**config.mk**
```make
export PLATFORM = sky130hd
export DESIGN_NAME = iffifo_top
export DESIGN_NICKNAME = d
export VERILOG_FILES = /design/src/hdl/iffifo_pkg.sv /design/src/hdl/iffifo_bus_demux.sv /design/src/hdl/iffifo_fifo.sv /design/src/hdl/iffifo_regs.sv /design/src/hdl/iffifo_top.sv /design/src/hdl/iffifo_window.sv
export SDC_FILE = /design/constraint.sdc
export NUM_CORES = 1
export LEC_CHECK = 0
export BUFFER_PORTS_ARGS = -buffer_cell sky130_fd_sc_hd__buf_2
export CAP_MARGIN = 10
export CORE_ASPECT_RATIO = 0.6
export CORE_MARGIN = 8
export CORE_UTILIZATION = 35
export DETAILED_ROUTE_END_ITERATION = 6
export GPL_TIMING_DRIVEN = 0
export MAX_ROUTING_LAYER = met4
export PLACE_DENSITY = 0.58
export SYNTH_ARGS = -nofsm -noshare
export SYNTH_HDL_FRONTEND = slang
export SYNTH_SLANG_ARGS = --single-unit
```
**constraint.sdc**
```tcl
create_clock -name clk_i -period 4.5 [get_ports clk_i]
set_clock_uncertainty 0.15 [all_clocks]
set_input_delay 0.9 -clock clk_i [delete_from_list [all_inputs] [get_ports clk_i]]
set_output_delay 0.9 -clock clk_i [all_outputs]
set_load 0.02 [all_outputs]
```
**src/hdl/iffifo_pkg.sv**
```systemverilog
// Bus word types, register map offsets, FIFO depths and STATUS/FLAGS field positions
package iffifo_pkg;

  // Register bus geometry
  localparam int ADDR_W  = 5;
  localparam int DATA_W  = 32;
  localparam int BE_W    = DATA_W / 8;
  // Fill count must reach the depth itself, so one bit more than the pointer
  localparam int LEVEL_W = 4;

  // Byte address inside the 32-byte peripheral block
  typedef logic [ADDR_W-1:0]  addr_t;
  // Bus and stream data word
  typedef logic [DATA_W-1:0]  data_t;
  // Byte enables, one per data byte
  typedef logic [BE_W-1:0]    be_t;
  // FIFO fill count, 0 up to the depth
  typedef logic [LEVEL_W-1:0] level_t;

  // FIFO depths, powers of two
  localparam int TX_DEPTH = 4;
  localparam int RX_DEPTH = 4;

  // Transmit FIFO entry holds the byte enables above the data word
  localparam int TX_FIFO_W = DATA_W + BE_W;
  localparam int RX_FIFO_W = DATA_W;

  // Register file offsets
  localparam addr_t STATUS_OFFSET   = 5'h00;
  localparam addr_t FLAGS_OFFSET    = 5'h04;

  // Window offsets
  localparam addr_t FIFO_IN_OFFSET  = 5'h10;
  localparam addr_t FIFO_OUT_OFFSET = 5'h14;

  // Window range, 0x10 up to 0x17 inclusive
  localparam addr_t WIN_BASE        = 5'h10;
  localparam addr_t WIN_LAST        = 5'h17;

  // STATUS fields
  localparam int STATUS_TX_LEVEL_LSB = 0;
  localparam int STATUS_RX_LEVEL_LSB = 4;
  localparam int STATUS_TX_FULL_BIT  = 8;
  localparam int STATUS_TX_EMPTY_BIT = 9;
  localparam int STATUS_RX_FULL_BIT  = 10;
  localparam int STATUS_RX_EMPTY_BIT = 11;

  // FLAGS fields, sticky and write-one-to-clear
  localparam int FLAGS_TX_OVERFLOW_BIT  = 0;
  localparam int FLAGS_RX_UNDERFLOW_BIT = 1;

endpackage

```
**src/hdl/iffifo_bus_demux.sv**
```systemverilog
// Register bus address decoder and response merge for the iffifo targets
`timescale 1ns/1ns

module iffifo_bus_demux (
  input  logic               reg_valid_i,
  input  logic               reg_write_i,
  input  iffifo_pkg::addr_t  reg_addr_i,
  input  iffifo_pkg::data_t  regs_rdata_i,
  input  iffifo_pkg::data_t  win_rdata_i,
  input  logic               regs_error_i,
  input  logic               win_error_i,
  output logic               regs_valid_o,
  output logic               tx_win_valid_o,
  output logic               rx_win_valid_o,
  output iffifo_pkg::data_t  reg_rdata_o,
  output logic               reg_error_o
);

  import iffifo_pkg::*;

  // Address range hits
  logic in_regs;
  logic in_win;

  // All valids come out of one block so they change together
  always_comb begin
    // Register file owns everything below the window
    in_regs = (reg_addr_i < WIN_BASE);
    in_win  = (reg_addr_i >= WIN_BASE) && (reg_addr_i <= WIN_LAST);

    regs_valid_o   = reg_valid_i & in_regs;
    // Window direction picks the FIFO, exact offset is checked downstream
    tx_win_valid_o = reg_valid_i & in_win & reg_write_i;
    rx_win_valid_o = reg_valid_i & in_win & ~reg_write_i;
  end

  // Response merge
  always_comb begin
    reg_rdata_o = '0;
    reg_error_o = 1'b0;
    if (reg_valid_i) begin
      if (in_regs) begin
        reg_rdata_o = regs_rdata_i;
        reg_error_o = regs_error_i;
      end else if (in_win) begin
        // Both windows share one response, only one of them is ever active
        reg_rdata_o = win_rdata_i;
        reg_error_o = win_error_i;
      end else begin
        // Beyond 0x17 nothing answers
        reg_error_o = 1'b1;
      end
    end
  end

endmodule

```
**src/hdl/iffifo_fifo.sv**
```systemverilog
// Synchronous first-word-fall-through FIFO with fill level and error pulses
`timescale 1ns/1ns

module iffifo_fifo #(
  parameter int WIDTH = 32,
  // Power of two, at least 2
  parameter int DEPTH = 4
) (
  input  logic                clk_i,
  input  logic                rst_i,
  input  logic                push_i,
  input  logic                pop_i,
  input  logic [WIDTH-1:0]    wdata_i,
  output logic [WIDTH-1:0]    rdata_o,
  output logic                full_o,
  output logic                empty_o,
  output iffifo_pkg::level_t  level_o,
  output logic                overflow_o,
  output logic                underflow_o
);

  import iffifo_pkg::*;

  localparam int PW = $clog2(DEPTH);

  // Storage, no reset
  logic [WIDTH-1:0] mem_q [DEPTH];

  // Pointers carry one wrap bit above the index
  logic [PW:0] wr_ptr_q;
  logic [PW:0] rd_ptr_q;
  level_t      level_q;

  // Accepted operations
  logic do_push;
  logic do_pop;

  // Flags from the pointers, the counter runs alongside as the level
  assign empty_o = (wr_ptr_q == rd_ptr_q);
  assign full_o  = (wr_ptr_q[PW] != rd_ptr_q[PW]) &&
                   (wr_ptr_q[PW-1:0] == rd_ptr_q[PW-1:0]);

  assign do_push = push_i & ~full_o;
  assign do_pop  = pop_i & ~empty_o;

  // Rejected requests show up as single-cycle pulses
  assign overflow_o  = push_i & full_o;
  assign underflow_o = pop_i & empty_o;

  // Head word is visible without a pop
  assign rdata_o = mem_q[rd_ptr_q[PW-1:0]];
  assign level_o = level_q;

  always_ff @(posedge clk_i) begin
    if (rst_i) begin
      wr_ptr_q <= '0;
      rd_ptr_q <= '0;
      level_q  <= '0;
    end else begin
      if (do_push) begin
        wr_ptr_q <= wr_ptr_q + 1'b1;
      end
      if (do_pop) begin
        rd_ptr_q <= rd_ptr_q + 1'b1;
      end
      // Push and pop together leave the level alone
      if (do_push && !do_pop) begin
        level_q <= level_q + 1'b1;
      end else if (do_pop && !do_push) begin
        level_q <= level_q - 1'b1;
      end
    end
  end

  always_ff @(posedge clk_i) begin
    if (do_push) begin
      mem_q[wr_ptr_q[PW-1:0]] <= wdata_i;
    end
  end

  // Counter stays within the storage
  assert property (@(posedge clk_i) disable iff (rst_i) level_q <= level_t'(DEPTH))
    else $error("fifo level above depth");

  // Pointer view and counter view agree on emptiness
  assert property (@(posedge clk_i) disable iff (rst_i) empty_o == (level_q == '0))
    else $error("fifo empty flag disagrees with level");

endmodule

```
**src/hdl/iffifo_regs.sv**
```systemverilog
// STATUS and sticky FLAGS register file with write-one-to-clear
`timescale 1ns/1ns

module iffifo_regs (
  input  logic                clk_i,
  input  logic                rst_i,
  input  logic                valid_i,
  input  logic                write_i,
  input  iffifo_pkg::addr_t   addr_i,
  input  iffifo_pkg::data_t   wdata_i,
  input  iffifo_pkg::level_t  tx_level_i,
  input  iffifo_pkg::level_t  rx_level_i,
  input  logic                tx_full_i,
  input  logic                tx_empty_i,
  input  logic                rx_full_i,
  input  logic                rx_empty_i,
  input  logic                tx_overflow_i,
  input  logic                rx_underflow_i,
  output iffifo_pkg::data_t   rdata_o,
  output logic                error_o
);

  import iffifo_pkg::*;

  // Sticky flags
  logic tx_overflow_q;
  logic rx_underflow_q;

  // Offset decode
  logic hit_status;
  logic hit_flags;
  logic rd_ok;
  logic wr_ok;
  logic flags_wr;

  // Assembled register images
  data_t status;
  data_t flags;

  always_comb begin
    hit_status = (addr_i == STATUS_OFFSET);
    hit_flags  = (addr_i == FLAGS_OFFSET);
    // STATUS and FLAGS read, only FLAGS takes writes
    rd_ok      = hit_status | hit_flags;
    wr_ok      = hit_flags;
    flags_wr   = valid_i & write_i & hit_flags;
  end

  // Live FIFO state, unused bits stay zero
  always_comb begin
    status = '0;
    status[STATUS_TX_LEVEL_LSB +: LEVEL_W] = tx_level_i;
    status[STATUS_RX_LEVEL_LSB +: LEVEL_W] = rx_level_i;
    status[STATUS_TX_FULL_BIT]             = tx_full_i;
    status[STATUS_TX_EMPTY_BIT]            = tx_empty_i;
    status[STATUS_RX_FULL_BIT]             = rx_full_i;
    status[STATUS_RX_EMPTY_BIT]            = rx_empty_i;

    flags = '0;
    flags[FLAGS_TX_OVERFLOW_BIT]  = tx_overflow_q;
    flags[FLAGS_RX_UNDERFLOW_BIT] = rx_underflow_q;
  end

  // Read mux and error
  always_comb begin
    rdata_o = '0;
    error_o = 1'b0;
    if (valid_i) begin
      if (write_i) begin
        error_o = ~wr_ok;
      end else begin
        error_o = ~rd_ok;
        if (hit_status) begin
          rdata_o = status;
        end else if (hit_flags) begin
          rdata_o = flags;
        end
      end
    end
  end

  // A new event wins over a clear in the same cycle
  always_ff @(posedge clk_i) begin
    if (rst_i) begin
      tx_overflow_q  <= 1'b0;
      rx_underflow_q <= 1'b0;
    end else begin
      if (tx_overflow_i) begin
        tx_overflow_q <= 1'b1;
      end else if (flags_wr && wdata_i[FLAGS_TX_OVERFLOW_BIT]) begin
        tx_overflow_q <= 1'b0;
      end
      if (rx_underflow_i) begin
        rx_underflow_q <= 1'b1;
      end else if (flags_wr && wdata_i[FLAGS_RX_UNDERFLOW_BIT]) begin
        rx_underflow_q <= 1'b0;
      end
    end
  end

endmodule

```
**src/hdl/iffifo_top.sv**
```systemverilog
// iffifo peripheral top with bus demux, window, register file and two FIFOs
`timescale 1ns/1ns

module iffifo_top (
  input  logic               clk_i,
  input  logic               rst_i,
  input  logic               reg_valid_i,
  input  logic               reg_write_i,
  input  iffifo_pkg::addr_t  reg_addr_i,
  input  iffifo_pkg::data_t  reg_wdata_i,
  input  iffifo_pkg::be_t    reg_wstrb_i,
  output iffifo_pkg::data_t  reg_rdata_o,
  output logic               reg_error_o,
  output iffifo_pkg::data_t  tx_data_o,
  output iffifo_pkg::be_t    tx_be_o,
  output logic               tx_valid_o,
  input  logic               tx_ready_i,
  input  iffifo_pkg::data_t  rx_data_i,
  input  logic               rx_valid_i,
  output logic               rx_ready_o
);

  import iffifo_pkg::*;

  // Demux to targets
  logic regs_valid;
  logic tx_win_valid;
  logic rx_win_valid;
  data_t regs_rdata;
  data_t win_rdata;
  logic regs_error;
  logic win_error;

  // Window to FIFOs
  logic tx_push;
  data_t tx_push_data;
  be_t tx_push_be;
  logic rx_pop;

  // FIFO state
  logic [TX_FIFO_W-1:0] tx_head;
  data_t rx_head;
  logic tx_full;
  logic tx_empty;
  logic rx_full;
  logic rx_empty;
  level_t tx_level;
  level_t rx_level;
  logic tx_overflow;
  logic rx_underflow;

  // Stream handshakes
  logic tx_xfer;
  logic rx_xfer;

  assign tx_valid_o = ~tx_empty;
  assign tx_xfer = tx_valid_o & tx_ready_i;
  // Head entry holds until the transfer pops it
  assign {tx_be_o, tx_data_o} = tx_head;

  assign rx_ready_o = ~rx_full;
  assign rx_xfer = rx_valid_i & rx_ready_o;

  iffifo_bus_demux demux (
    .reg_valid_i   (reg_valid_i),   .reg_write_i    (reg_write_i),
    .reg_addr_i    (reg_addr_i),    .regs_rdata_i   (regs_rdata),
    .win_rdata_i   (win_rdata),     .regs_error_i   (regs_error),
    .win_error_i   (win_error),     .regs_valid_o   (regs_valid),
    .tx_win_valid_o(tx_win_valid),  .rx_win_valid_o (rx_win_valid),
    .reg_rdata_o   (reg_rdata_o),   .reg_error_o    (reg_error_o)
  );

  iffifo_window window (
    .tx_win_valid_i(tx_win_valid), .rx_win_valid_i(rx_win_valid),
    .addr_i        (reg_addr_i),   .wdata_i       (reg_wdata_i),
    .wstrb_i       (reg_wstrb_i),  .rx_head_i     (rx_head),
    .rx_empty_i    (rx_empty),     .tx_push_o     (tx_push),
    .tx_data_o     (tx_push_data), .tx_be_o       (tx_push_be),
    .rx_pop_o      (rx_pop),       .rdata_o       (win_rdata),
    .error_o       (win_error)
  );

  iffifo_regs regs (
    .clk_i        (clk_i),       .rst_i         (rst_i),
    .valid_i      (regs_valid),  .write_i       (reg_write_i),
    .addr_i       (reg_addr_i),  .wdata_i       (reg_wdata_i),
    .tx_level_i   (tx_level),    .rx_level_i    (rx_level),
    .tx_full_i    (tx_full),     .tx_empty_i    (tx_empty),
    .rx_full_i    (rx_full),     .rx_empty_i    (rx_empty),
    .tx_overflow_i(tx_overflow), .rx_underflow_i(rx_underflow),
    .rdata_o      (regs_rdata),  .error_o       (regs_error)
  );

  // Pops only on a transfer, which needs valid, so it never underflows
  iffifo_fifo #(.WIDTH(TX_FIFO_W), .DEPTH(TX_DEPTH)) tx_fifo (
    .clk_i     (clk_i),   .rst_i      (rst_i),
    .push_i    (tx_push), .pop_i      (tx_xfer),
    .wdata_i   ({tx_push_be, tx_push_data}),
    .rdata_o   (tx_head), .full_o     (tx_full),
    .empty_o   (tx_empty), .level_o   (tx_level),
    .overflow_o(tx_overflow), .underflow_o()
  );

  // Pushes only while ready, so it never overflows
  iffifo_fifo #(.WIDTH(RX_FIFO_W), .DEPTH(RX_DEPTH)) rx_fifo (
    .clk_i     (clk_i),   .rst_i      (rst_i),
    .push_i    (rx_xfer), .pop_i      (rx_pop),
    .wdata_i   (rx_data_i),
    .rdata_o   (rx_head), .full_o     (rx_full),
    .empty_o   (rx_empty), .level_o   (rx_level),
    .overflow_o(),        .underflow_o(rx_underflow)
  );

endmodule

```
**src/hdl/iffifo_window.sv**
```systemverilog
// Transmit and receive window decode into FIFO push and pop strobes
`timescale 1ns/1ns

module iffifo_window (
  input  logic               tx_win_valid_i,
  input  logic               rx_win_valid_i,
  input  iffifo_pkg::addr_t  addr_i,
  input  iffifo_pkg::data_t  wdata_i,
  input  iffifo_pkg::be_t    wstrb_i,
  input  iffifo_pkg::data_t  rx_head_i,
  input  logic               rx_empty_i,
  output logic               tx_push_o,
  output iffifo_pkg::data_t  tx_data_o,
  output iffifo_pkg::be_t    tx_be_o,
  output logic               rx_pop_o,
  output iffifo_pkg::data_t  rdata_o,
  output logic               error_o
);

  import iffifo_pkg::*;

  // Offset matches for each direction
  logic tx_offset_ok;
  logic rx_offset_ok;

  always_comb begin
    // Only the exact data offset of each window is accepted
    tx_offset_ok = (addr_i == FIFO_IN_OFFSET);
    rx_offset_ok = (addr_i == FIFO_OUT_OFFSET);

    // Push carries the bus word and its strobes into the transmit FIFO
    tx_push_o = tx_win_valid_i & tx_offset_ok;
    tx_data_o = wdata_i;
    tx_be_o   = wstrb_i;

    // Pop on every good read, an empty FIFO reports underflow itself
    rx_pop_o  = rx_win_valid_i & rx_offset_ok;

    // Head of the receive FIFO, zero when nothing is there
    rdata_o = '0;
    if (rx_pop_o && !rx_empty_i) begin
      rdata_o = rx_head_i;
    end

    // Wrong offset or wrong direction, no strobe goes out
    error_o = (tx_win_valid_i & ~tx_offset_ok) | (rx_win_valid_i & ~rx_offset_ok);
  end

  // The demux decodes direction one-hot, so both FIFOs never move on one access
  always_comb begin
    assert (!(tx_push_o && rx_pop_o))
      else $error("window raised push and pop in the same access");
  end

endmodule

```
==> results.yml <==
status:
  status: "finished, final reports clean"
finish:
  drive_above_1_share_pct: 37.8
  fin_cells: 1201
  syn_to_final_growth_pct: 20.6
  final_cell_mix: "272 x edfxtp_1, 157 x buf_2, 68 x mux4_2, 29 x clkbuf_16"
  layout_commonest_cell: "edfxtp_1"
  nets: 852
setup_path:
  required_ns: 3.45
  endpoint_kind: "primary output"
  criticalPathCategory: "in -> out"
  cp_slowest_stage_delay_ns: 0.42
  cp_data_arrival_time_ns: 2.70
  crit_buf_inv: 4
  crit_start: "reg_addr_i[1]"
  path_cells: "buf_2 > nor4b_4 > o311a_1 > buf_6 > clkbuf_1 > nand2_1 > o21ai_0 > buf_2"
  cpMostUsedCell: "buf_2"
  crit_family: "buffers and inverters"
  reg2reg_from: "rx_fifo.wr_ptr_q[1]$_SDFFE_PP0P_"
  start_kind: "primary input"
  critPathMaxFanout: 10
  crit_path_top_delay_cell: "nor4b_4"
timing:
  drv_slew: 0
  fin_setup_tns_ns: 0
  finalSetupViolCount: 0
  fin_crit_sh_pct: 83.3
  setup_ws_ns: 0.752
  min_period_ns: 3.75
  worst_pin_slew_ns: 0.891
  slew_headroom_pct: 40.6
  fmax_mhz: 267
  rsz0062_at_grt: "false"
  hold_viol: 0
route:
  antenna_left: 0
  firstDrtPassIters: 4
  routed_via_density: 4.84
  drc_errors: 0
  drtIter0Drc: 352
  wl_per_cell_um: 20.7
  finalWirelength_um: 24900
  vias: 5810
placed_design:
  place_congestion: 0.715
  place.port_buffers: 146
  hpwl_um: 16800
  pre_cts_ws_ns: 0.696
  dp_cells: 1148
pwr:
  ir_drop_v: 0.000223
  leakage_nw: 4.86
  power.density_mw_per_mm2: 419
yosys:
  avgSynthCellArea_um2: 20.3
  synth.distinct_cells: 40
  ys_warn_count: 0
  synth_edf_count: 272
  ys_seq_area_share_pct: 74.9
  synth-main-ff-cell: "edfxtp_1"
  synth_nets: 669
  syn_inst: 572
  netlist_area_mm2: 0.0116
  synth-async-reset-ratio_pct: 0
  synth-seq-cells: 298
clocking:
  h-tree-depth: 1
  clock_sinks: 298
  cts_buffers: 29
  clock_path_buffers: 3
  clk_pin_slew_ns: 0.06
  postCtsSetupRepairBufs: 0
  cts_resized: 0
  root_buffer: "clkbuf_16"
  hold_buffers: 0
  worstSkewPairLatency_ns: 0.54
  cts_tree: "done"
global_route:
  grt_pass1_wl_um: 38200
  antenna_found_initial: 3
  grt_util_all_layers_pct: 12.9
  grt_max_degree: 33
  globalRouteOverflowTotal: 0
  grt_pass1_vias: 6116
hold_path:
  hp-start: "regs.rx_underflow_q$_SDFFE_PP0P_"
  hold_class: "reg -> reg"
floorplanning:
  rows: 51
  start_util_pct: 35.7
  die_area_mm2: 0.0394
  die_h_um: 157
  chipWidth_um: 251
  ios: 150
  core_area_mm2: 0.0325
job:
  cap_viol_max_count: 0
## power by group
group / internal (mW) / total, mW / leakage, nW / switching (mW)
Combinational: 0.0901 / 0.216 / 1.69 / 0.126
Clock: 1.52 / 2.53 / 0.485 / 1.01
Sequential: 3.09 / 3.11 / 2.68 / 0.0196
## final timing paths
| kind | end | slack (ns) | cells past startpoint |
|---|---|---|---|
| setup / recovery | reg_rdata_o[10] | 0.75 | 8 |
| hold / removal | regs.rx_underflow_q$_SDFFE_PP0P_ | 0.35 | 1 |
| setup reg to reg | rx_fifo.level_o[3]$_SDFFE_PP0P_ | 1.44 | 10 |
| hold reg to reg | regs.rx_underflow_q$_SDFFE_PP0P_ | 0.35 | 1 |
## cell type report
type | count | area, um2
Fill cell | 2828 | 18600
Sequential cell | 298 | 8690
Multi-Input combinational cell | 234 | 2750
Timing Repair Buffer | 152 | 851
Clock buffer | 31 | 733
Tap cell | 424 | 531
Clock inverter | 21 | 265
Buffer | 28 | 126
Inverter | 12 | 45.0
Antenna cell | 1 | 2.50
## synthesized netlist by cell type (all sizes together), types with 3 or more instances
| cell | n | area (um2) |
|---|---|---|
| a21oi | 7 | 35.0 |
| a22o | 7 | 61.3 |
| a31oi | 3 | 18.8 |
| and2 | 24 | 150 |
| and3 | 4 | 25.0 |
| buf | 12 | 66.3 |
| clkbuf | 16 | 60.1 |
| dfxtp | 26 | 521 |
| edfxtp | 272 | 8170 |
| ha | 16 | 200 |
| inv | 12 | 45.0 |
| mux2i | 4 | 40.0 |
| mux4 | 68 | 1530 |
| nand2 | 13 | 48.8 |
| nand3 | 5 | 25.0 |
| nor2 | 26 | 97.6 |
| nor2b | 3 | 18.8 |
| o21ai | 5 | 25.0 |
| or3 | 4 | 25.0 |
| xnor2 | 8 | 70.1 |
| xor2 | 11 | 96.3 |
## routing by layer
| metal | track usage [%] | up-vias | share of wire (%) |
|---|---|---|---|
| met2 | 20.7 | 83 | 48 |
| met5 | - | - | 0 |
| met4 | 2.57 | 0 | 1.8 |
| li1 | - | 2671 | - |
| met1 | 17.2 | 3019 | 47 |
| met3 | 2.37 | 37 | 3.5 |
## worst reg2reg max path: cells and delay by family (launching register included)
family                   cells  cell delay [ns]
multiplexers                 1             0.35
adder cells (fa/ha/maj)      2             0.55
buffers and inverters        2             0.27
XOR/XNOR                     1             0.22
AO/OA/AOI/OAI                4             1.03
flip-flops                   1             0.36
## sequential cells by signal, summed over array words and instances (netlist names), named ones only
register / cells
rx_fifo.mem_q: 128
tx_fifo.wr_ptr_q: 3
rx_fifo.rd_ptr_q: 3
rx_fifo.wr_ptr_q: 3
tx_fifo.level_o: 4
regs.rx_underflow_q: 1
regs.tx_overflow_q: 1
tx_fifo.rd_ptr_q: 3
rx_fifo.level_o: 4
tx_fifo.mem_q: 144
## per-stage QoR
stage,total power [mW],util [%],hold slack [ns],area [um2]
finish,5.86,43.0,0.347,14000
global route,6.05,43.0,0.392,14000
CTS,5.92,43.0,0.352,14000
detailed placement,3.38,39.9,0.333,13000
global placement,3.37,39.5,0.331,12900
floorplan,3.27,-,0.310,11600
## kinds of logic (layout without fill, tap and decap cells)
family,count (synthesis),in the layout,synth area share (%)
other cells,0,1,0
mux,74,74,13.7
buf+inv,40,244,1.48
xor+xnor,19,19,1.43
flops,298,298,74.9
compound gates,34,34,2.10
fa+ha+maj,18,18,2.07
simple gates,89,89,4.29
No activity file was read; power rests on OpenSTA's default activity.
